**config.mk**
```make
export PLATFORM = sky130hd
export DESIGN_NAME = vram_read_filter
export DESIGN_NICKNAME = d
export VERILOG_FILES = /design/src/logic/snes_mem_pkg.sv /design/src/logic/vram_read_filter.sv
export SDC_FILE = /design/constraint.sdc
export NUM_CORES = 1
export LEC_CHECK = 0
export ABC_AREA = 1
export BUFFER_PORTS_ARGS = -buffer_cell sky130_fd_sc_hd__buf_2
export CAP_MARGIN = 20
export CORE_MARGIN = 3
export CORE_UTILIZATION = 31
export CTS_CLUSTER_SIZE = 12
export DETAILED_ROUTE_END_ITERATION = 10
export HOLD_SLACK_MARGIN = 0.02
export SKIP_CTS_REPAIR_TIMING = 1
export SLEW_MARGIN = 40
export SYNTH_ARGS = -nofsm -noshare
export SYNTH_HDL_FRONTEND = slang
export SYNTH_SLANG_ARGS = --single-unit
```
**constraint.sdc**
```tcl
create_clock -name mclk -period 1.1 [get_ports mclk]
set_input_delay 0.055 -clock mclk [delete_from_list [all_inputs] [get_ports mclk]]
set_output_delay 0.055 -clock mclk [all_outputs]
set_load 0.01 [all_outputs]
```
**src/logic/snes_mem_pkg.sv**
```systemverilog
package snes_mem_pkg;

    // Data widths
    typedef logic [7:0]  byte_t;
    typedef logic [15:0] word_t;

    // Byte address into the shared word memory
    typedef logic [22:0] mem_addr_t;

    // Core ROM bus address, also used as the loader address
    typedef logic [23:0] rom_addr_t;

    // Work RAM, 128 KB of byte addresses
    typedef logic [16:0] wram_addr_t;

    // Video RAM address, only bits 14:0 reach the memory
    typedef logic [15:0] vram_addr_t;

    // Byte lane enables, bit 0 is the even (low) byte
    typedef logic [1:0]  lanes_t;

    // Upper address bits that place work RAM at the top of the memory
    localparam logic [5:0] WRAM_BASE = 6'b111111;

endpackage

```
**src/logic/vram_read_filter.sv**
```systemverilog
`timescale 1ns/1ps

module vram_read_filter (
    input  logic                     mclk,
    input  logic                     resetn,
    input  logic                     vram_oe_n,
    input  snes_mem_pkg::vram_addr_t vram1_addr,
    input  snes_mem_pkg::vram_addr_t vram2_addr,
    output logic                     vram1_rd,
    output logic                     vram2_rd
);

    logic        oe_n_old;
    logic [14:0] addr1_old;
    logic [14:0] addr2_old;
    logic        new1;
    logic        new2;
    logic        defer;              // Port 2 must wait a cycle
    logic        defer_r;

    // Only a fresh output enable or a changed address is a new read
    assign new1 = ~vram_oe_n & (oe_n_old | (addr1_old != vram1_addr[14:0]));
    assign new2 = ~vram_oe_n & (oe_n_old | (addr2_old != vram2_addr[14:0]));

    // Both ports at different words cannot be served together
    assign defer = new1 & new2 & (vram1_addr != vram2_addr);

    always_ff @(posedge mclk) begin
        if (!resetn) begin
            oe_n_old <= 1'b1;
            defer_r  <= 1'b0;
        end else begin
            oe_n_old <= vram_oe_n;
            defer_r  <= defer;
        end
    end

    // Last addresses seen on each port
    always_ff @(posedge mclk) begin
        addr1_old <= vram1_addr[14:0];
        addr2_old <= vram2_addr[14:0];
    end

    assign vram1_rd = new1;
    assign vram2_rd = (new2 & ~defer) | defer_r;

    // A deferred read always comes from an enabled cycle
    defer_from_read_a: assert property (
        @(posedge mclk) disable iff (!resetn)
        defer_r |-> !$past(vram_oe_n)
    );

endmodule

```
==> summary.md <==
| Metric | Value |
|---|---|
| H-tree depth | `2` |
| Multiplexer area fraction after synthesis | `0` |
| Routed WL | `3430 um` |
| Vias in the first global route | `1257` |
| Leakage | `1.23 nW` |
| Worst-path cell chain | `nand2_1 > a21oi_1 > nand2_1 > nor2_2 > nand2_1 > nand2_1 > nand2_1 > nand2_1 > buf_2` |
| Share of cells above drive strength 1 | `0.189` |
| # IOs | `37` |
| Non-Filler Instances | `364` |
| Avg WL per Cell | `9.43 um` |
| Finished Cell Area | `0.00217 sq mm` |
| Antenna Violating Nets Remaining | `0` |
| Drt first pass iters | `4` |
| Post-Syn Nets | `269` |
| Vias/cell | `about 4.1` |
| Tightest Pin Transition | `150 ps` |
| CP max-delay cell | `dfxtp_1` |
| CP max FO | `2` |
| Fin crit period | `1480 ps` |
| Adder-cell area share of the yosys netlist | `0` |
| Failing checks | `negative setup slack` |
| XOR/XNOR share of the synthesized area | `0.0767` |
| Worst setup margin | `-376 ps` |
| Inst Count DP | `324` |
| Hold Vio Cnt, Final | `0` |
| Dpl hpwl | `about 2400 um` |
| RSZ-0062 raised after global routing | `true` |
| Synthesized area | `between 0.001 and 0.0015 sq mm` |
| Most used cell, CP | `nand2_1` |
| Grt ovf | `0` |
| Post-Route Skew | `3.56 ps` |
| Worst hold path class | `input pin to flop` |
| Crit share post-route | `1.34` |
| NetSw | `~0.66 mW` |
| Die Span Y | `~75 um` |
| Synth Area in Compound Gates | `0.0337` |
| Yosys cell types | `11` |
| Largest family of logic cells by synthesized area | `simple AND/OR/NAND/NOR gates` |
| Die Wd | `75.2 um` |
| Placed Instance Area | `0.00175 sq mm` |
| Status | `finished with violations` |
| Area grow syn2layout | `46.4%` |
| Slowest stage delay, CP | `330 ps` |
| Simple-gate share of the synthesized area | `0.345` |
| Initial antenna violation count | `0` |
| Clk buf depth | `2` |
| Starting Density | `0.332` |
| CP bufs+invs | `1` |
| PortBufs | `36` |
| Seq/Total Area, Yosys | `0.431` |
| Yosys Warn Count | `0` |
| Startpoint types | `flop` |
| First-pass GRT wire length | `5170 um` |
| Worst path top cell family by delay | `simple AND/OR/NAND/NOR gates` |
| Largest net degree at the start of global routing | `10` |
| Core Area | `0.00447 sq mm` |
| Vias after detailed routing | `1480` |
| Worst path required time | `~1000 ps` |
| Root buffer cell | `clkbuf_8` |
| Max cap viols | `0` |
| CTS buffer count | `5` |
| Fmax | `approximately 680 MHz` |
| Worst VDD drop | `0.791 mV` |
| Worst hold slack | `20.7 ps` |
| # nets final | `346` |
| Pwr per Cell Area | `1200 mW/mm^2` |
| Fin. max-slew vios | `0` |
| Clock share of power | `0.357` |
| Total track usage | `0.123` |
| CTS Sinks | `32` |
| Final setup fails | `3` |
| Pint | `1.95 mW` |
| HP Start | `vram_oe_n` |
| Logic gate share of total power | `0.165` |
| Synthesized flop and latch total | `32` |
| Final GP Congestion | `0.718` |
| Cells after Synth | `234` |
| Register share of total power | `0.478` |
| Critical Path Source | `addr1_old[2]` |
| Crit path kind | `flop to output pin` |
| Residual DRC | `0` |
| Slew Limit Headroom | `0.899` |
| Avg Cell Area, Syn | `about 6.3 sq um` |
| RR Startpoint | `addr2_old[10]` |
| Crit path capture type | `output pin` |
| CTS tree | `yes` |
| Clock Latency Late Sink | `280 ps` |
| Switching Share | `0.253` |
| Crit path DAT | `1420 ps` |
| Row cnt | `24` |
| Number of diodes | `0` |
| Clk slew on worst S/H paths | `60 ps` |
| Total die area | `~0.0057 sq mm` |
| Initial DRC count | `34` |
[logic make-up after synthesis]
group | after synthesis
AO/OA/AOI/OAI | 10
XOR/XNOR | 13
buffers and inverters | 45
flip-flops | 32
AND/OR/NAND/NOR | 134
[stage by stage]
stage	setup TNS (ps)	utilization	power, mW	worst slack (ps)
3_3_place_gp	-85.8	0.390	1.61	-68.9
2_1_floorplan	0	-	1.46	106
4_1_cts	-758	0.410	2.57	-410
6_report	-744	0.486	2.61	-376
5_1_grt	-1150	0.486	2.78	-547
3_5_place_dp	-99.1	0.390	1.61	-80.5
[final timing paths]
kind,cells after the start,slack [ps],end
worst max register to register,9,-50,defer_r
worst min-delay path,3,20,oe_n_old
worst min register to register,7,810,defer_r
worst max-delay path,9,-380,vram2_rd
[power groups by stage]
stage	Clock, mW	Sequential, mW	Combinational [mW]
6_report	0.932	1.25	0.431
3_3_place_gp	0	1.27	0.336
2_1_floorplan	0	1.27	0.194
4_1_cts	0.980	1.25	0.342
3_5_place_dp	0	1.27	0.341
5_1_grt	1.03	1.25	0.499
[tightest hold or removal path, cell delays in order]
cell	delay [ps]
buf_2	100
inv_1	60
nand2_1	50
[Yosys cell counts (all sizes together)]
cell,instances,share of area
nor2,40,0.11
dfxtp,32,0.43
xor2,13,0.077
nand2,93,0.24
a21oi,3,0.010
inv,45,0.11
o21ai,7,0.024
nand3,1,0.0034
[final cells by class]
type | count | area (sq um)
inverters | 45 | 169
fillers | 466 | 2300
clock buffers | 8 | 90.1
repair buffers | 70 | 513
flip-flops and latches | 32 | 644
multi-input cells | 157 | 693
well taps | 52 | 65.1
[layout by cell type, fill, tap and decap left out]
cell type      instances
a21oi_1                3
nand2_1               92
buf_2                 36
dfxtp_1               29
clkbuf_1               2
o21ai_1                4
nand2_2                1
nor2_2                 7
inv_2                  2
buf_4                  3
nand3_2                1
clkbuf_8               6
nor2_1                33
inv_1                 43
dlygate4sd3_1         31
o21ai_0                3
xor2_1                13
dfxtp_2                3
[sequential cells by signal, indices dropped and copies added (netlist names)]
signal / count
addr1_old: 15
addr2_old: 15
defer_r: 1
oe_n_old: 1
[layer usage]
layer,wire length [um],GRT usage,part of all wire,up-vias
li1,-,-,-,825
met1,1690,0.158,0.49,617
met2,1480,0.185,0.43,34
met3,224,0.0547,0.065,4
met4,40,0.0408,0.012,0
met5,0,0,0,-
(Power assumes the default switching activity.)
