File: src/logic/snes_mem_pkg.sv
package snes_mem_pkg;

    // Data widths
    typedef logic [7:0]  byte_t;
    typedef logic [15:0] word_t;

    // Byte address into the shared word memory
    typedef logic [22:0] mem_addr_t;

    // Core ROM bus address, also used as the loader address
    typedef logic [23:0] rom_addr_t;

    // Work RAM, 128 KB of byte addresses
    typedef logic [16:0] wram_addr_t;

    // Video RAM address, only bits 14:0 reach the memory
    typedef logic [15:0] vram_addr_t;

    // Byte lane enables, bit 0 is the even (low) byte
    typedef logic [1:0]  lanes_t;

    // Upper address bits that place work RAM at the top of the memory
    localparam logic [5:0] WRAM_BASE = 6'b111111;

endpackage

File: src/logic/load_control.sv
`timescale 1ns/1ps

module load_control (
    input  logic                    mclk,
    input  logic                    resetn,
    input  logic                    loading,
    input  logic                    loader_valid,
    input  logic                    mem_busy,
    input  logic                    frame_pause,
    output snes_mem_pkg::rom_addr_t loader_addr,
    output logic                    loaded,
    output logic                    cpu_enable,
    output logic                    cpu_resetn
);

    logic loading_r;                // Loading level from last cycle
    logic load_start;
    logic load_end;

    assign load_start = loading & ~loading_r;
    assign load_end   = ~loading & loading_r;

    // Image address counter and loaded flag
    always_ff @(posedge mclk) begin
        if (!resetn) begin
            loading_r   <= 1'b0;
            loaded      <= 1'b0;
            loader_addr <= '0;
        end else begin
            loading_r <= loading;
            if (loading && loader_valid)
                loader_addr <= loader_addr + 24'd1;   // Byte already used this cycle
            // A new image always starts at address 0
            if (load_start) begin
                loader_addr <= '0;
                loaded      <= 1'b0;
            end
            if (load_end)
                loaded <= 1'b1;
        end
    end

    // Core runs only with a loaded image and the memory free
    always_ff @(posedge mclk) begin
        if (!resetn)
            cpu_enable <= 1'b0;
        else
            cpu_enable <= loaded & ~mem_busy & ~frame_pause;
    end

    assign cpu_resetn = resetn & ~loading;   // Core held in reset while loading

    // Counter is frozen outside of loading
    addr_frozen_a: assert property (
        @(posedge mclk) disable iff (!resetn)
        $past(resetn) && !$past(loading) |-> $stable(loader_addr)
    );

endmodule

File: config.mk
export PLATFORM = sky130hd
export DESIGN_NAME = load_control
export DESIGN_NICKNAME = d
export VERILOG_FILES = /design/src/logic/snes_mem_pkg.sv /design/src/logic/load_control.sv
export SDC_FILE = /design/constraint.sdc
export NUM_CORES = 1
export LEC_CHECK = 0
export ABC_CLOCK_PERIOD_IN_PS = 2450
export BUFFER_PORTS_ARGS = -buffer_cell sky130_fd_sc_hd__buf_2
export CAP_MARGIN = 0
export CORE_ASPECT_RATIO = 0.9
export CORE_UTILIZATION = 51
export CTS_BUF_LIST = sky130_fd_sc_hd__clkbuf_4 sky130_fd_sc_hd__clkbuf_8 sky130_fd_sc_hd__clkbuf_16
export CTS_CLUSTER_SIZE = 24
export DETAILED_ROUTE_END_ITERATION = 7
export PLACE_DENSITY = 0.8
export SLEW_MARGIN = 10
export SYNTH_ARGS = -nofsm -noshare
export SYNTH_HDL_FRONTEND = slang
export SYNTH_SLANG_ARGS = --single-unit
File: constraint.sdc
create_clock -name mclk -period 2.45 [get_ports mclk]
set_input_delay 0.49 -clock mclk [delete_from_list [all_inputs] [get_ports mclk]]
set_output_delay 0.49 -clock mclk [all_outputs]
set_load 0.01 [all_outputs]
==> flow_summary.toml <==
[yosys]
synthArstFlopShare = 0
synth-xor-area-share = 0.0772
netlist_instances = 142
syn-num-nets = 151
synth_cell_types = 29
synthSimpleGateAreaFrac = 0.301
synth-seq-area-share = 0.433
synth_top_family_by_area = "simple AND/OR/NAND/NOR gates"
ys_ff_latch = 27
syn_area_um2 = 1250
synth-compound-area-share = 0.100
ys_warn_count = 0
yosys.area_share.adder = 0.0301
synthFlopType = "dfxtp_1"
synth_enable_flop_cells = 0
synth.avg_cell_area_um2 = 8.78
synth_mux_area_frac = 0.0160

[die]
core-area_um2 = 2240
die_y_um = 48.9
start_util = 0.556
io_pins = 33
rows = 16
die-area_um2 = 2650
die_w_um = 54.1

[power]
ir_drop_uv = 358
seq_power_share = 0.660
internal-power_uw = 528
powerDensity_nw_per_um2 = 466
p_sw_uw = 145
clock_power_share = 0.295
combPwrFrac = 0.044
power.share.switching = 0.215
p_leak_uw = 0.000552

[grt]
grt_remaining_overflow = 0
grt_pass1_wl_um = 4000
grt_max_degree = 24
first_global_vias = 949
track_usage = 0.198
antenna_found_initial = 0

[cts]
clockBufferDepth = 2
ctsHoldBuffers = 0
h-tree-depth = 1
cts_post_setup_buffers_inserted = 0
clk_latency_ns = 0.32
clock-root-buffer = "clkbuf_4"
clk_pin_slew_ns = 0.13
clkSinkCount = 27
cts_resized = 0
cts_buffers = 3
cts_tree = "yes"

[route]
routed_wirelength_um = 2370
vias = 1109
route.detailed.drc = 0
dr.pass1.iters = 4
viasPerCell = 5.55
final_antenna_net_count = 0
drtIter0Drc = 30
routedWlPerCell_um = 11.9

[timing]
setup_viol = 0
hold-worst-slack_ns = 0.307
grt_setup_unrepaired = "false"
hold_viol = 0
skew_ns = 0.00531
slew_viol_final = 0
post-route-min-period_ns = 2.21
max_freq_ghz = 0.453
finalCritPeriodShare = 0.900
tightest_slew_ns = 0.829
tns_ns = 0
slew_headroom = 0.447

[min_path]
hold-path-cell-count = 2
min_path_type = "primary input to flop"

[cells_and_area]
n_antenna_cell = 0
layout.area.seq_um2 = 541
syn_to_final_growth_pct = 15.5
nets = 183
drive_gt1_frac = 0.237
multi_input_area_um2 = 654
n_fill_cell = 201
final_area_um2 = 1440

[setup_path]
path_cells = "ha_1 -> nand4_2 -> or4_4 -> or4_1 -> a21oi_1"
cp-end-kind = "flop"
reg2reg_depth = 5
cp_slowest_cell = "or4_4"
cp_slowest_stage_delay_ns = 0.62
crit_path_max_fanout = 11
cp.required_ns = 2.69
crit_arrival_ns = 2.45
startpoint_type = "flop"
crit_type = "flop to flop"

[place]
port-buffer-count = 32
place.gp.congestion = 0.757
place_area_um2 = 1410
place_hpwl_um = 1710

[run]
drv_cap = 0

[outcome]
status = "complete, no violations"
-- path summary, 6_finish.rpt --
path / startpoint / to / slack, ns
hold reg to reg: loader_addr[23] / loader_addr[23] / 0.48
setup / recovery: loader_addr[0] / loader_addr[22] / 0.24
hold / removal: frame_pause / cpu_enable / 0.31
setup reg to reg: loader_addr[0] / loader_addr[22] / 0.24
-- Yosys cell counts, types with 2 or more instances --
| library cell | n | area (um^2) |
|---|---|---|
| nor3_1 | 4 | 20.0 |
| or4_1 | 5 | 37.5 |
| nor2_1 | 11 | 41.3 |
| nor2b_1 | 3 | 18.8 |
| mux2i_1 | 2 | 20.0 |
| clkbuf_1 | 3 | 11.3 |
| o21ai_0 | 7 | 35.0 |
| nand2_1 | 11 | 41.3 |
| xor2_1 | 4 | 35.0 |
| nor4_1 | 3 | 18.8 |
| dfxtp_1 | 27 | 541 |
| nand4_1 | 4 | 25.0 |
| nand4_2 | 2 | 25.0 |
| a21oi_1 | 12 | 60.1 |
| xnor2_1 | 7 | 61.3 |
| nand2b_1 | 2 | 12.5 |
| nand3_1 | 7 | 35.0 |
| o31ai_1 | 4 | 30.0 |
| inv_1 | 6 | 22.5 |
| ha_1 | 3 | 37.5 |
| or3_1 | 7 | 43.8 |
-- per-layer routing --
metal | vias up | wire [um] | share of wire | track usage
met5 | - | 0 | 0 | 0
met4 | 0 | 36 | 0.015 | 0.0769
met3 | 5 | 166 | 0.070 | 0.0312
met2 | 47 | 1070 | 0.45 | 0.301
met1 | 490 | 1100 | 0.46 | 0.275
li1 | 567 | - | - | -
-- placed cells by master (no fill, tap or decap), types with 2 or more instances in the layout --
master    synthesis  routed
nor3_1            4       4
nand2_1          11      11
nor2b_1           3       3
nand2b_1          2       2
buf_2             0      32
a21oi_1          12      12
inv_1             6       6
ha_1              3       3
nand3_1           7       7
xnor2_1           7       7
nand4_1           4       4
nor4_1            3       3
mux2i_1           2       2
clkbuf_4          0       4
dfxtp_1          27      27
xor2_1            4       4
or3_1             7       7
o21ai_0           7       7
or4_1             5       5
nand4_2           2       2
nor2_1           11      11
o31ai_1           4       4
-- state kept, by name (all words and copies together) (netlist names) --
name,flops
loader_addr,24
cpu_enable,1
loaded,1
loading_r,1
-- logic make-up after synthesis --
kind of cell,count (synthesis)
buffers and inverters,11
AO/OA/AOI/OAI,23
adder cells (fa/ha/maj),3
flip-flops,27
multiplexers,2
XOR/XNOR,11
AND/OR/NAND/NOR,65
-- critical path, delay by kind of cell, from the launching register on --
kind                     cells  cell delay [ns]
adder cells (fa/ha/maj)      1             0.23
flip-flops                   1             0.44
AND/OR/NAND/NOR              3             1.30
AO/OA/AOI/OAI                1             0.17
-- per-stage QoR --
step / util / worst slack [ns] / power, uW / instances
floorplan: - / 0.330 / 473 / 142
global placement: 0.629 / 0.224 / 483 / 196
detailed placement: 0.629 / 0.185 / 483 / 196
CTS: 0.643 / 0.239 / 675 / 200
global route: 0.643 / 0.135 / 695 / 200
finish: 0.643 / 0.244 / 672 / 200
-- area by class of cell --
cell class / count / area share
well taps: 27 / 0.0234
inverters: 6 / 0.0156
repair buffers: 32 / 0.111
multi-input cells: 104 / 0.454
clock buffers: 4 / 0.0208
flip-flops and latches: 27 / 0.375
-- power by group through the flow --
stage / logic, uW / clock network [uW] / registers [uW]
final: 29.7 / 199 / 444
after detailed placement: 29.6 / 0 / 454
after global routing: 33.6 / 217 / 445
after CTS: 29.8 / 201 / 444
after floorplan: 19.5 / 0 / 454
after global placement: 29.5 / 0 / 453
Note: power is estimated with default switching activity, not from simulation.
