File: src/logic/snes_mem_pkg.sv
package snes_mem_pkg;

    // Data widths
    typedef logic [7:0]  byte_t;
    typedef logic [15:0] word_t;

    // Byte address into the shared word memory
    typedef logic [22:0] mem_addr_t;

    // Core ROM bus address, also used as the loader address
    typedef logic [23:0] rom_addr_t;

    // Work RAM, 128 KB of byte addresses
    typedef logic [16:0] wram_addr_t;

    // Video RAM address, only bits 14:0 reach the memory
    typedef logic [15:0] vram_addr_t;

    // Byte lane enables, bit 0 is the even (low) byte
    typedef logic [1:0]  lanes_t;

    // Upper address bits that place work RAM at the top of the memory
    localparam logic [5:0] WRAM_BASE = 6'b111111;

endpackage

File: src/logic/mem_request_arbiter.sv
`timescale 1ns/1ps

module mem_request_arbiter (
    input  logic                     mclk,
    input  logic                     resetn,
    input  logic                     cpu_enable,
    input  logic                     sysclkf_ce,
    input  logic                     sysclkr_ce,
    input  logic                     loading,
    input  logic                     loader_valid,
    input  snes_mem_pkg::byte_t      loader_data,
    input  snes_mem_pkg::rom_addr_t  loader_addr,
    input  snes_mem_pkg::rom_addr_t  rom_addr,
    input  logic                     rom_ce_n,
    input  snes_mem_pkg::wram_addr_t wram_addr,
    input  logic                     wram_ce_n,
    input  logic                     wram_rd_n,
    input  logic                     wram_we_n,
    input  snes_mem_pkg::byte_t      wram_d,
    output logic                     mem_rd,
    output logic                     mem_wr,
    output snes_mem_pkg::mem_addr_t  mem_addr,
    output snes_mem_pkg::word_t      mem_din,
    output snes_mem_pkg::lanes_t     mem_lanes,
    output logic                     mem_port
);

    logic f2;                       // Delayed fall phase
    logic r2;                       // Delayed rise phase
    logic wram_rd;
    logic wram_wr;

    logic                    req_rd;
    logic                    req_wr;
    snes_mem_pkg::mem_addr_t req_addr;
    snes_mem_pkg::word_t     req_din;
    snes_mem_pkg::lanes_t    req_lanes;
    logic                    req_port;

    assign wram_rd = ~wram_ce_n & ~wram_rd_n;
    assign wram_wr = ~wram_ce_n & ~wram_we_n;

    // Phase strobes only count while the core runs
    always_ff @(posedge mclk) begin
        if (!resetn) begin
            f2 <= 1'b0;
            r2 <= 1'b0;
        end else begin
            f2 <= sysclkf_ce & cpu_enable;
            r2 <= sysclkr_ce & cpu_enable;
        end
    end

    // Loader, then work RAM, then ROM
    always_comb begin
        req_rd    = 1'b0;
        req_wr    = 1'b0;
        req_addr  = '0;
        req_din   = '0;
        req_lanes = '0;
        req_port  = 1'b0;
        if (loading && loader_valid) begin
            req_wr    = 1'b1;
            req_addr  = loader_addr[22:0];
            req_din   = {loader_data, loader_data};
            req_lanes = {loader_addr[0], ~loader_addr[0]};
        end else if (wram_rd || wram_wr) begin
            // Work RAM blocks ROM even outside its phase
            req_addr  = {snes_mem_pkg::WRAM_BASE, wram_addr};
            req_din   = {wram_d, wram_d};
            req_lanes = {wram_addr[0], ~wram_addr[0]};
            req_port  = 1'b1;
            req_rd    = wram_rd & f2;
            req_wr    = wram_wr & r2;
        end else if (!rom_ce_n && f2) begin
            req_rd    = 1'b1;
            req_addr  = rom_addr[22:0];
            req_lanes = 2'b11;   // Whole word
        end
    end

    // Registered request stage
    always_ff @(posedge mclk) begin
        if (!resetn) begin
            mem_rd <= 1'b0;
            mem_wr <= 1'b0;
        end else begin
            mem_rd <= req_rd;
            mem_wr <= req_wr;
        end
    end

    always_ff @(posedge mclk) begin
        mem_addr  <= req_addr;
        mem_din   <= req_din;
        mem_lanes <= req_lanes;
        mem_port  <= req_port;
    end

    one_access_a: assert property (
        @(posedge mclk) disable iff (!resetn)
        !(mem_rd && mem_wr)
    );

endmodule

File: config.mk
export PLATFORM = sky130hd
export DESIGN_NAME = mem_request_arbiter
export DESIGN_NICKNAME = d
export VERILOG_FILES = /design/src/logic/snes_mem_pkg.sv /design/src/logic/mem_request_arbiter.sv
export SDC_FILE = /design/constraint.sdc
export NUM_CORES = 1
export LEC_CHECK = 0
export CELL_PAD_IN_SITES_DETAIL_PLACEMENT = 1
export CELL_PAD_IN_SITES_GLOBAL_PLACEMENT = 1
export CORE_MARGIN = 4
export CORE_UTILIZATION = 40
export CTS_CLUSTER_DIAMETER = 120
export DETAILED_ROUTE_END_ITERATION = 8
export DONT_BUFFER_PORTS = 1
export MAX_ROUTING_LAYER = met4
export PLACE_DENSITY_LB_ADDON = 0.1
export SYNTH_ARGS = -nofsm -noshare
export SYNTH_HDL_FRONTEND = slang
export SYNTH_SLANG_ARGS = --single-unit
File: constraint.sdc
create_clock -name mclk -period 1.9 [get_ports mclk]
set_clock_uncertainty 0.2 [all_clocks]
set_input_delay 0.285 -clock mclk [delete_from_list [all_inputs] [get_ports mclk]]
set_output_delay 0.285 -clock mclk [all_outputs]
set_load 0.03 [all_outputs]
==> results of run 1 <==
## power groups by stage
stage	Sequential, mW	Clock [mW]	Combinational [mW]
floorplan	1.03	0	0.144
global placement	1.06	0	0.117
detailed placement	1.07	0	0.124
CTS	1.05	0.447	0.273
global route	1.06	0.484	0.318
finish	1.05	0.446	0.297
## cell type report
type	count	area (um2)	area share (%)
clock inverters	1	5.00	0.219
repair buffers	88	866	37.9
flip-flops and latches	38	761	33.3
well taps	46	57.6	2.52
clock buffers	7	55.1	2.41
multi-input cells	80	536	23.5
diodes	1	2.50	0.110
## per-layer routing
layer,up-vias,GRT usage (%),wire (um)
met5,-,-,0
met4,0,16.7,319
met3,29,8.49,580
met2,100,53.5,3450
met1,701,27.2,2050
li1,654,-,-
## Yosys cell counts
master / count
buf_2: 2
buf_4: 8
nand2_1: 8
buf_6: 3
a221o_1: 16
and4_1: 1
o22ai_1: 1
a21o_1: 1
and2_1: 1
a21oi_1: 11
o21ai_0: 6
a22o_1: 8
nor3_1: 1
nand3_1: 1
nor2_2: 1
clkbuf_1: 6
nor2b_1: 2
and3_1: 19
or3_1: 1
nor2_1: 2
dfxtp_1: 38
## worst paths after layout
kind,endpoint,from
hold / removal,mem_addr[9],wram_addr[9]
setup reg to reg,mem_addr[22],f2
setup / recovery,mem_addr[22],f2
hold reg to reg,mem_rd,f2
## registers in the layout, indices dropped and copies added (netlist names)
| name | flops |
|---|---|
| f2 | 1 |
| mem_rd | 1 |
| mem_din | 8 |
| mem_lanes | 2 |
| mem_addr | 23 |
| mem_wr | 1 |
| r2 | 1 |
| mem_port | 1 |
## what timing repair did
action                    CTS  global route
hold endpoints to repair   36             0
hold buffers               82             0
setup buffers               0             0
## cell families (layout without fill, tap and decap cells)
| kind of cell | after synthesis | in the layout | share of synthesized area [%] |
|---|---|---|---|
| simple gates | 37 | 37 | 14.5 |
| compound gates | 43 | 43 | 23.1 |
| flops | 38 | 38 | 53.5 |
| buf+inv | 19 | 96 | 8.88 |
| other cells | 0 | 1 | 0 |
## metrics by stage
step                power (mW)  cell area (um2)  utilization, %  setup slack, ns
finish                    1.79             2280            67.3            0.107
global route              1.86             2280            67.3           0.0211
CTS                       1.77             2280            67.3            0.180
detailed placement        1.19             1400            41.3            0.247
global placement          1.18             1400            41.3            0.263
floorplan                 1.17             1420               -            0.370
==> metrics.csv, run 1 <==
metric;value;unit
outcome;finished clean;
syn_area_per_cell;10.4;um2
hold_violations;0;
drt-total-wl;6400;um
reg2regPathDepth;5;
clkPwrFrac;24.8;%
yosys_warnings;0;
cp.required;1.99;ns
synth_top_area_share;53.5;%
clock_latency;0.33;ns
final_net_count;305;
numCtsBuffers;5;
hpwl;3040;um
avgViaCountPerCell;5.69;
fp.dieH;67.6;um
drc;0;
ir_drop;0.424;mV
cts_resized;0;
drtAntennaViolNets;0;
nFillCells;332;
layout_min_cycle_time;1.79;ns
synth_largest_area_cell;dfxtp_1;
power_density;786;nW/um2
p_comb_share;16.6;%
numPortBuffers;0;
endpoint_kind;flop;
final_cells;261;
synth_nets;229;
area_growth;60.4;%
cp.buffers_inverters;2;
clkTransAtPathRegs;0.12;ns
slew_violations;0;
p_sw;0.565;mW
fp.dieW;67.6;um
num_io_pins;136;
max_freq;0.558;GHz
slew_headroom;54.7;%
yosysUniqueCellTypes;21;
r2r_slack;0.11;ns
ys_seq_area_share;53.5;%
tritoncts;built;
tightest_slew;0.680;ns
cts_root_buffer;clkbuf_4;
synth_area_leaders;dfxtp_1 53%, a221o_1 11%, and3_1 8.4%, a22o_1 4.9%, buf_4 4.2%;
cpPeakStageDelay;0.59;ns
antenna_found_initial;1;
crit_chain;nor2b_1 -> buf_4 -> a21oi_1 -> o21ai_0 -> dlygate4sd3_1;
grt_pass1_wl;9230;um
initial_core_util;42.0;%
cp_slowest_cell;dlygate4sd3_1;
via_count;1484;
arrival;1.88;ns
cap_violations;0;
dr.pass1.iters;4;
globalplace.congestion;0.687;
dp_cells;170;
swShare;31.5;%
die_area;4570;um2
core-area;3390;um2
syn_inst;137;
grt_pass1_vias;1684;
intPower;1.23;mW
holdWs;0.0211;ns
drive_gt1_share;6.54;%
timing.final.crit_share;94.4;%
layout_commonest_cell;dlygate4sd3_1;
cp_max_fo;8;
final_cell_mix;82 x dlygate4sd3_1, 38 x dfxtp_1, 19 x and3_1;
wl_per_cell;24.5;um
hold_depth;2;
grt_overflow_total;0;
cts.path.max_buffers;2;
start_kind;flop;
path_depth;5;
cts_sinks;38;
synth-seq-cells;38;
grt_use_total;29.4;%
synth_area;1420;um2
drt_iter0_drc;70;
crit_family;buffers and inverters;
share_seq_of_total_power;58.6;%
cts_max_level;2;
crit_type;flop to flop;
grt_max_degree;24;
rows;21;
power_leakage;0.999;nW
setup_tns;0;ns
setup_violations;0;
hold_class;input port to flop;
rsz0062_at_grt;no;
(Power assumes the default switching activity.)
==> run 2: changes to the inputs <==
--- a/config.mk
+++ b/config.mk
@@ -14,6 +14,7 @@
 export DONT_BUFFER_PORTS = 1
 export MAX_ROUTING_LAYER = met4
 export PLACE_DENSITY_LB_ADDON = 0.1
+export REMOVE_ABC_BUFFERS = 1
 export SYNTH_ARGS = -nofsm -noshare
 export SYNTH_HDL_FRONTEND = slang
 export SYNTH_SLANG_ARGS = --single-unit
==> run 2 against run 1 <==
Against the previous run: power up 0.61%; setup slack lost 0.041 ns; first-iteration DRC count grew 39%; non-clock buffer count increased by 1; cell count increased by 0.77%; clock-buffer cell count shrank 1; routed wire length up 1.6%; worst hold slack better by 0.0010 ns; sequential power about the same; sequential share of layout area is 0.45 points lower; die area unchanged; largest power group unchanged.
==> metrics.csv, run 2 (synthesis results as in run 1) <==
metric;value;unit;change
power_leakage;1.01;nW;+0.80%
largest_register_ffs;23;;unchanged
cts.path.max_buffers;2;;unchanged
reg2regPathDepth;5;;unchanged
clock_latency;0.34;ns;about the same
setup_violations;0;;unchanged
r2r_end;mem_addr[17];;
pre_cts_ws;0.237;ns;-0.00935 ns
hpwl;2920;um;-4.0%
slew_headroom;53.0;%;-1.6 points
cp.required;1.94;ns;-0.05 ns
crit_type;flop to flop;;
drt-total-wl;6510;um;+1.6%
rows;21;;unchanged
grt_max_degree;41;;+71%
startpoint;f2;;
fin_ws;0.0660;ns;-0.0409 ns
rr_startpoint;f2;;
timing.final.crit_share;96.5;%;+2.2 points
drc;0;;unchanged
grt_use_total;29.7;%;+0.28 points
slew_violations;0;;unchanged
via_count;1498;;+0.94%
initial_core_util;42.0;%;unchanged
drt_iter0_drc;97;;+39%
final_area;2310;um2;+1.4%
power_density;780;nW/um2;-0.75%
outcome;finished clean;;
grt_pass1_vias;1659;;-1.5%
layout_min_cycle_time;1.83;ns;+0.0409 ns
die_area;4570;um2;unchanged
avgViaCountPerCell;5.70;;+0.18%
endpoint_kind;flop;;
placed_area;1400;um2;+0.36%
dr.pass1.iters;4;;unchanged
drive_gt1_share;6.51;%;-0.030 points
cts_sinks;38;;unchanged
setup_tns;0;ns;unchanged
numCtsBuffers;5;;unchanged
area_growth;62.6;%;
final_cell_mix;84 x dlygate4sd3_1, 38 x dfxtp_1, 19 x and3_1;;
r2r_slack;0.07;ns;-0.04 ns
wl_per_cell;24.7;um;+0.84%
ir_drop;0.517;mV;+22%
globalplace.congestion;0.659;;-4.1%
rsz0062_at_grt;no;;
drtAntennaViolNets;0;;unchanged
cts_max_level;2;;unchanged
hold_violations;0;;unchanged
max_freq;0.545;GHz;-2.2%
core-area;3390;um2;unchanged
fp.dieW;67.6;um;unchanged
num_io_pins;136;;unchanged
nFillCells;334;;+0.60%
cts_root_buffer;clkbuf_4;;
tightest_slew;0.704;ns;+0.0244 ns
grt_overflow_total;0;;unchanged
cp_max_fo;8;;unchanged
cap_violations;0;;unchanged
reg_top3;mem_addr x23, mem_din x8, mem_lanes x2;;
final_net_count;306;;+0.33%
layout_commonest_cell;dlygate4sd3_1;;
grt_pass1_wl;9200;um;-0.23%
arrival;1.87;ns;about the same
hold_class;input port to flop;;
endpoint;mem_addr[17];;
antenna_found_initial;2;;+1
power;1.80;mW;+0.61%
start_kind;flop;;
tritoncts;built;;
clkTransAtPathRegs;0.11;ns;about the same
fp.dieH;67.6;um;unchanged
numPortBuffers;0;;unchanged
regMostFlops;mem_addr;;
==> run 2: cell types whose count changed in the layout (fill, tap and decap cells not counted) <==
cell           change
clkinvlp_4         +1
buf_4              -2
dlygate4sd3_1      +2
buf_12             +1
diode_2            +1
clkbuf_1           -1
o21ai_1            +2
o21ai_0            -2
==> run 2: worst min-delay path by stage <==
| stage | from | to | slack, ns | depth (start not counted) |
|---|---|---|---|---|
| detailed placement | loader_addr[22] | mem_addr[22] | 0.21 | 2 |
| global placement | loader_addr[21] | mem_addr[21] | 0.20 | 2 |
| CTS | wram_addr[6] | mem_addr[6] | 0.02 | 2 |
| finish | wram_ce_n | mem_rd | 0.02 | 2 |
| floorplan | loader_addr[17] | mem_addr[17] | 0.19 | 2 |
| global route | wram_ce_n | mem_rd | 0.01 | 2 |
==> run 2: critical path: stages (launching register included) <==
cell           delay [ns]
dfxtp_1              0.32
nor2b_1              0.14
buf_4                0.17
a21oi_1              0.21
o21ai_1              0.11
dlygate4sd3_1        0.58
==> run 2: layout make-up <==
cell class                 instances  area [um2]  area share (%)
clock inverter                     2        12.5           0.541
clock buffer                       6        51.3            2.22
sequential                        38         761            32.9
multi-input combinational         80         536            23.1
antenna                            2        5.00           0.216
tap                               46        57.6            2.49
timing repair buffer              89         891            38.5
==> run 2: stage by stage <==
| step | hold slack, ns | std cells | util [%] |
|---|---|---|---|
| after detailed placement | 0.206 | 169 | 41.4 |
| after global routing | 0.0118 | 263 | 68.3 |
| after global placement | 0.196 | 169 | 41.4 |
| final | 0.0221 | 263 | 68.3 |
| after floorplan | 0.194 | 118 | - |
| after CTS | 0.0167 | 261 | 68.1 |
==> run 2: repair_timing <==
| item | CTS | global route |
|---|---|---|
| setup buffers | 0 | 0 |
| hold buffers | 84 | 0 |
| hold endpoints to repair | 36 | 0 |
| gates resized for setup | 0 | 2 |
| endpoints found under the setup margin | 0 | 2 |
==> run 2: per-layer routing <==
layer	GRT usage [%]	up-vias	wire length, um	part of all wire (%)
li1	-	659	-	-
met1	30.0	721	2250	35
met2	52.5	98	3470	53
met3	7.99	20	573	8.8
met4	14.7	0	211	3.2
met5	-	-	0	0
==> run 2: power breakdown <==
part | switching, mW | internal, mW | total [mW]
registers | 0.188 | 0.862 | 1.05
clock network | 0.274 | 0.178 | 0.452
logic | 0.111 | 0.192 | 0.302
==> run 3: changes to the inputs <==
--- a/config.mk
+++ b/config.mk
@@ -7,7 +7,6 @@
 export LEC_CHECK = 0
 export CELL_PAD_IN_SITES_DETAIL_PLACEMENT = 1
 export CELL_PAD_IN_SITES_GLOBAL_PLACEMENT = 1
-export CORE_MARGIN = 4
 export CORE_UTILIZATION = 40
 export CTS_CLUSTER_DIAMETER = 120
 export DETAILED_ROUTE_END_ITERATION = 8
==> run 3 against run 2 <==
Against the previous run: critical path depth is the same; worst hold slack lost 0.022 ns; sequential share of layout area shrank 0.66 points; routed wire length grew 0.29%; utilization grew 1.9 points; non-clock buffer count grew 2; power grew 16%; register-to-register slack is essentially flat; sequential power is essentially flat; die area shrank 17%; fmax shrank 0.69%; combinational power grew 2%; largest cell class unchanged.
==> metrics.csv, run 3 (synthesis results as in run 1) <==
metric;value;unit;change
globalplace.congestion;0.669;;+1.5%
fp.dieH;61.6;um;-8.9%
core-area;3360;um2;-0.78%
rsz0062_at_grt;no;;
cts_sinks;38;;unchanged
outcome;finished clean;;
nFillCells;346;;+3.6%
numPortBuffers;0;;unchanged
fin_util;70.2;%;+1.9 points
final_net_count;308;;+0.65%
setup_violations;0;;unchanged
wl_per_cell;24.8;um;+0.29%
drt-total-wl;6530;um;+0.29%
n_antenna_cell;0;;-2
max_freq;0.541;GHz;-0.69%
slew_headroom;57.4;%;+4.3 points
numCtsBuffers;5;;unchanged
hold_class;input port to flop;;
fp.dieW;61.6;um;-8.9%
ir_drop;0.633;mV;+22%
grt_max_degree;24;;-41%
cts_post_setup_buffers_inserted;0;;unchanged
clkTransAtPathRegs;0.13;ns;+0.02 ns
top_layer;met4;;
rows;21;;unchanged
power_leakage;1.04;nW;+3.0%
met1_length;2100;um;-6.5%
timing.final.crit_share;97.2;%;+0.67 points
die_area;3800;um2;-17%
drtAntennaViolNets;0;;unchanged
cpPeakStageDelay;0.59;ns;about the same
initial_core_util;42.3;%;+0.33 points
antenna_found_initial;0;;-2
num_io_pins;136;;unchanged
drc;0;;unchanged
dr.pass1.iters;4;;unchanged
hpwl;2640;um;-9.4%
drive_gt1_share;6.91;%;+0.40 points
cts_root_buffer;clkbuf_4;;
start_kind;flop;;
reg_top3;mem_addr x23, mem_din x8, mem_lanes x2;;
area_growth;66.0;%;
tightest_slew;0.639;ns;-0.0655 ns
regMostFlops;mem_addr;;
hold_violations;0;;unchanged
drt_iter0_drc;64;;-34%
power_density;890;nW/um2;+14%
tritoncts;built;;
clock_latency;0.36;ns;+0.02 ns
grt_overflow_total;0;;unchanged
cap_violations;0;;unchanged
crit_chain;nor2b_1 -> buf_4 -> a21oi_1 -> o21ai_1 -> dlygate4sd3_1;;
grt_use_total;37.6;%;+7.9 points
layout_commonest_cell;dlygate4sd3_1;;
cp_slowest_cell;dlygate4sd3_1;;
cp_max_fo;8;;unchanged
largest_register_ffs;23;;unchanged
layout_min_cycle_time;1.85;ns;+0.0128 ns
avgViaCountPerCell;5.73;;+0.60%
cts.path.max_buffers;2;;unchanged
slew_violations;0;;unchanged
grt_pass1_vias;1665;;+0.36%
cp.required;1.97;ns;+0.03 ns
setup_tns;0;ns;unchanged
via_count;1507;;+0.60%
dr_wl_met3;534;um;-6.8%
grt_pass1_wl;9160;um;-0.45%
arrival;1.92;ns;+0.05 ns
final_cell_mix;85 x dlygate4sd3_1, 38 x dfxtp_1, 19 x and3_1;;
crit_type;flop to flop;;
cts_max_level;2;;unchanged
wl_met2;3660;um;+5.4%
endpoint_kind;flop;;
## run 3: changes by cell type in the layout (fill, tap and decap cells not counted)
cell / change
buf_12: -1
buf_4: +2
bufinv_16: +2
clkinv_2: -1
clkinvlp_4: -1
diode_2: -2
dlygate4sd3_1: +1
o21ai_0: +1
o21ai_1: -1
## run 3: worst max-delay path: cells and delay by family (launching register included)
family / cells / cell delay (ns)
buf+inv: 2 / 0.75
flops: 1 / 0.33
compound gates: 2 / 0.33
simple gates: 1 / 0.14
## run 3: routing by layer
metal / track usage (%) / vias up
met4: 21.3 / 0
met2: 66.7 / 117
met3: 13.0 / 20
met1: 34.8 / 710
met5: - / -
li1: - / 660
## run 3: layout make-up
| class | instances | area (um2) | area share, % |
|---|---|---|---|
| multi-input combinational | 80 | 536 | 22.7 |
| tap | 46 | 57.6 | 2.44 |
| sequential | 38 | 761 | 32.2 |
| clock inverter | 2 | 60.1 | 2.54 |
| clock buffer | 6 | 51.3 | 2.17 |
| timing repair buffer | 91 | 896 | 37.9 |
## run 3: worst paths after layout
kind | startpoint | end | slack (ns) | depth (start not counted)
max reg2reg | f2 | mem_addr[21] | 0.05 | 5
max | f2 | mem_addr[21] | 0.05 | 5
min | wram_ce_n | mem_rd | 0.0006 | 2
min reg2reg | f2 | mem_rd | 0.30 | 1
## run 3: where the power goes
part           internal (mW)  leakage (nW)  switching [mW]
registers              0.862         0.317           0.187
clock network          0.445        0.0585           0.300
logic                  0.190         0.661           0.117
## run 3: timing repair
item | CTS | global route
hold endpoints to repair | 36 | 0
resized for setup | 0 | 1
setup endpoints to repair | 0 | 1
hold buffers | 85 | 0
## run 3: per-stage QoR
step | instance area, um2 | instances | setup slack, ns | hold WS (ns) | total power, mW
6_report | 2360 | 263 | 0.0532 | 0.000583 | 2.10
3_3_place_gp | 1400 | 170 | 0.408 | 0.197 | 1.18
2_1_floorplan | 1300 | 118 | 0.187 | 0.194 | 1.14
5_1_grt | 2360 | 263 | 0.00368 | 0.00359 | 2.17
3_5_place_dp | 1400 | 170 | 0.375 | 0.206 | 1.19
4_1_cts | 2360 | 263 | 0.174 | 0.00285 | 2.05
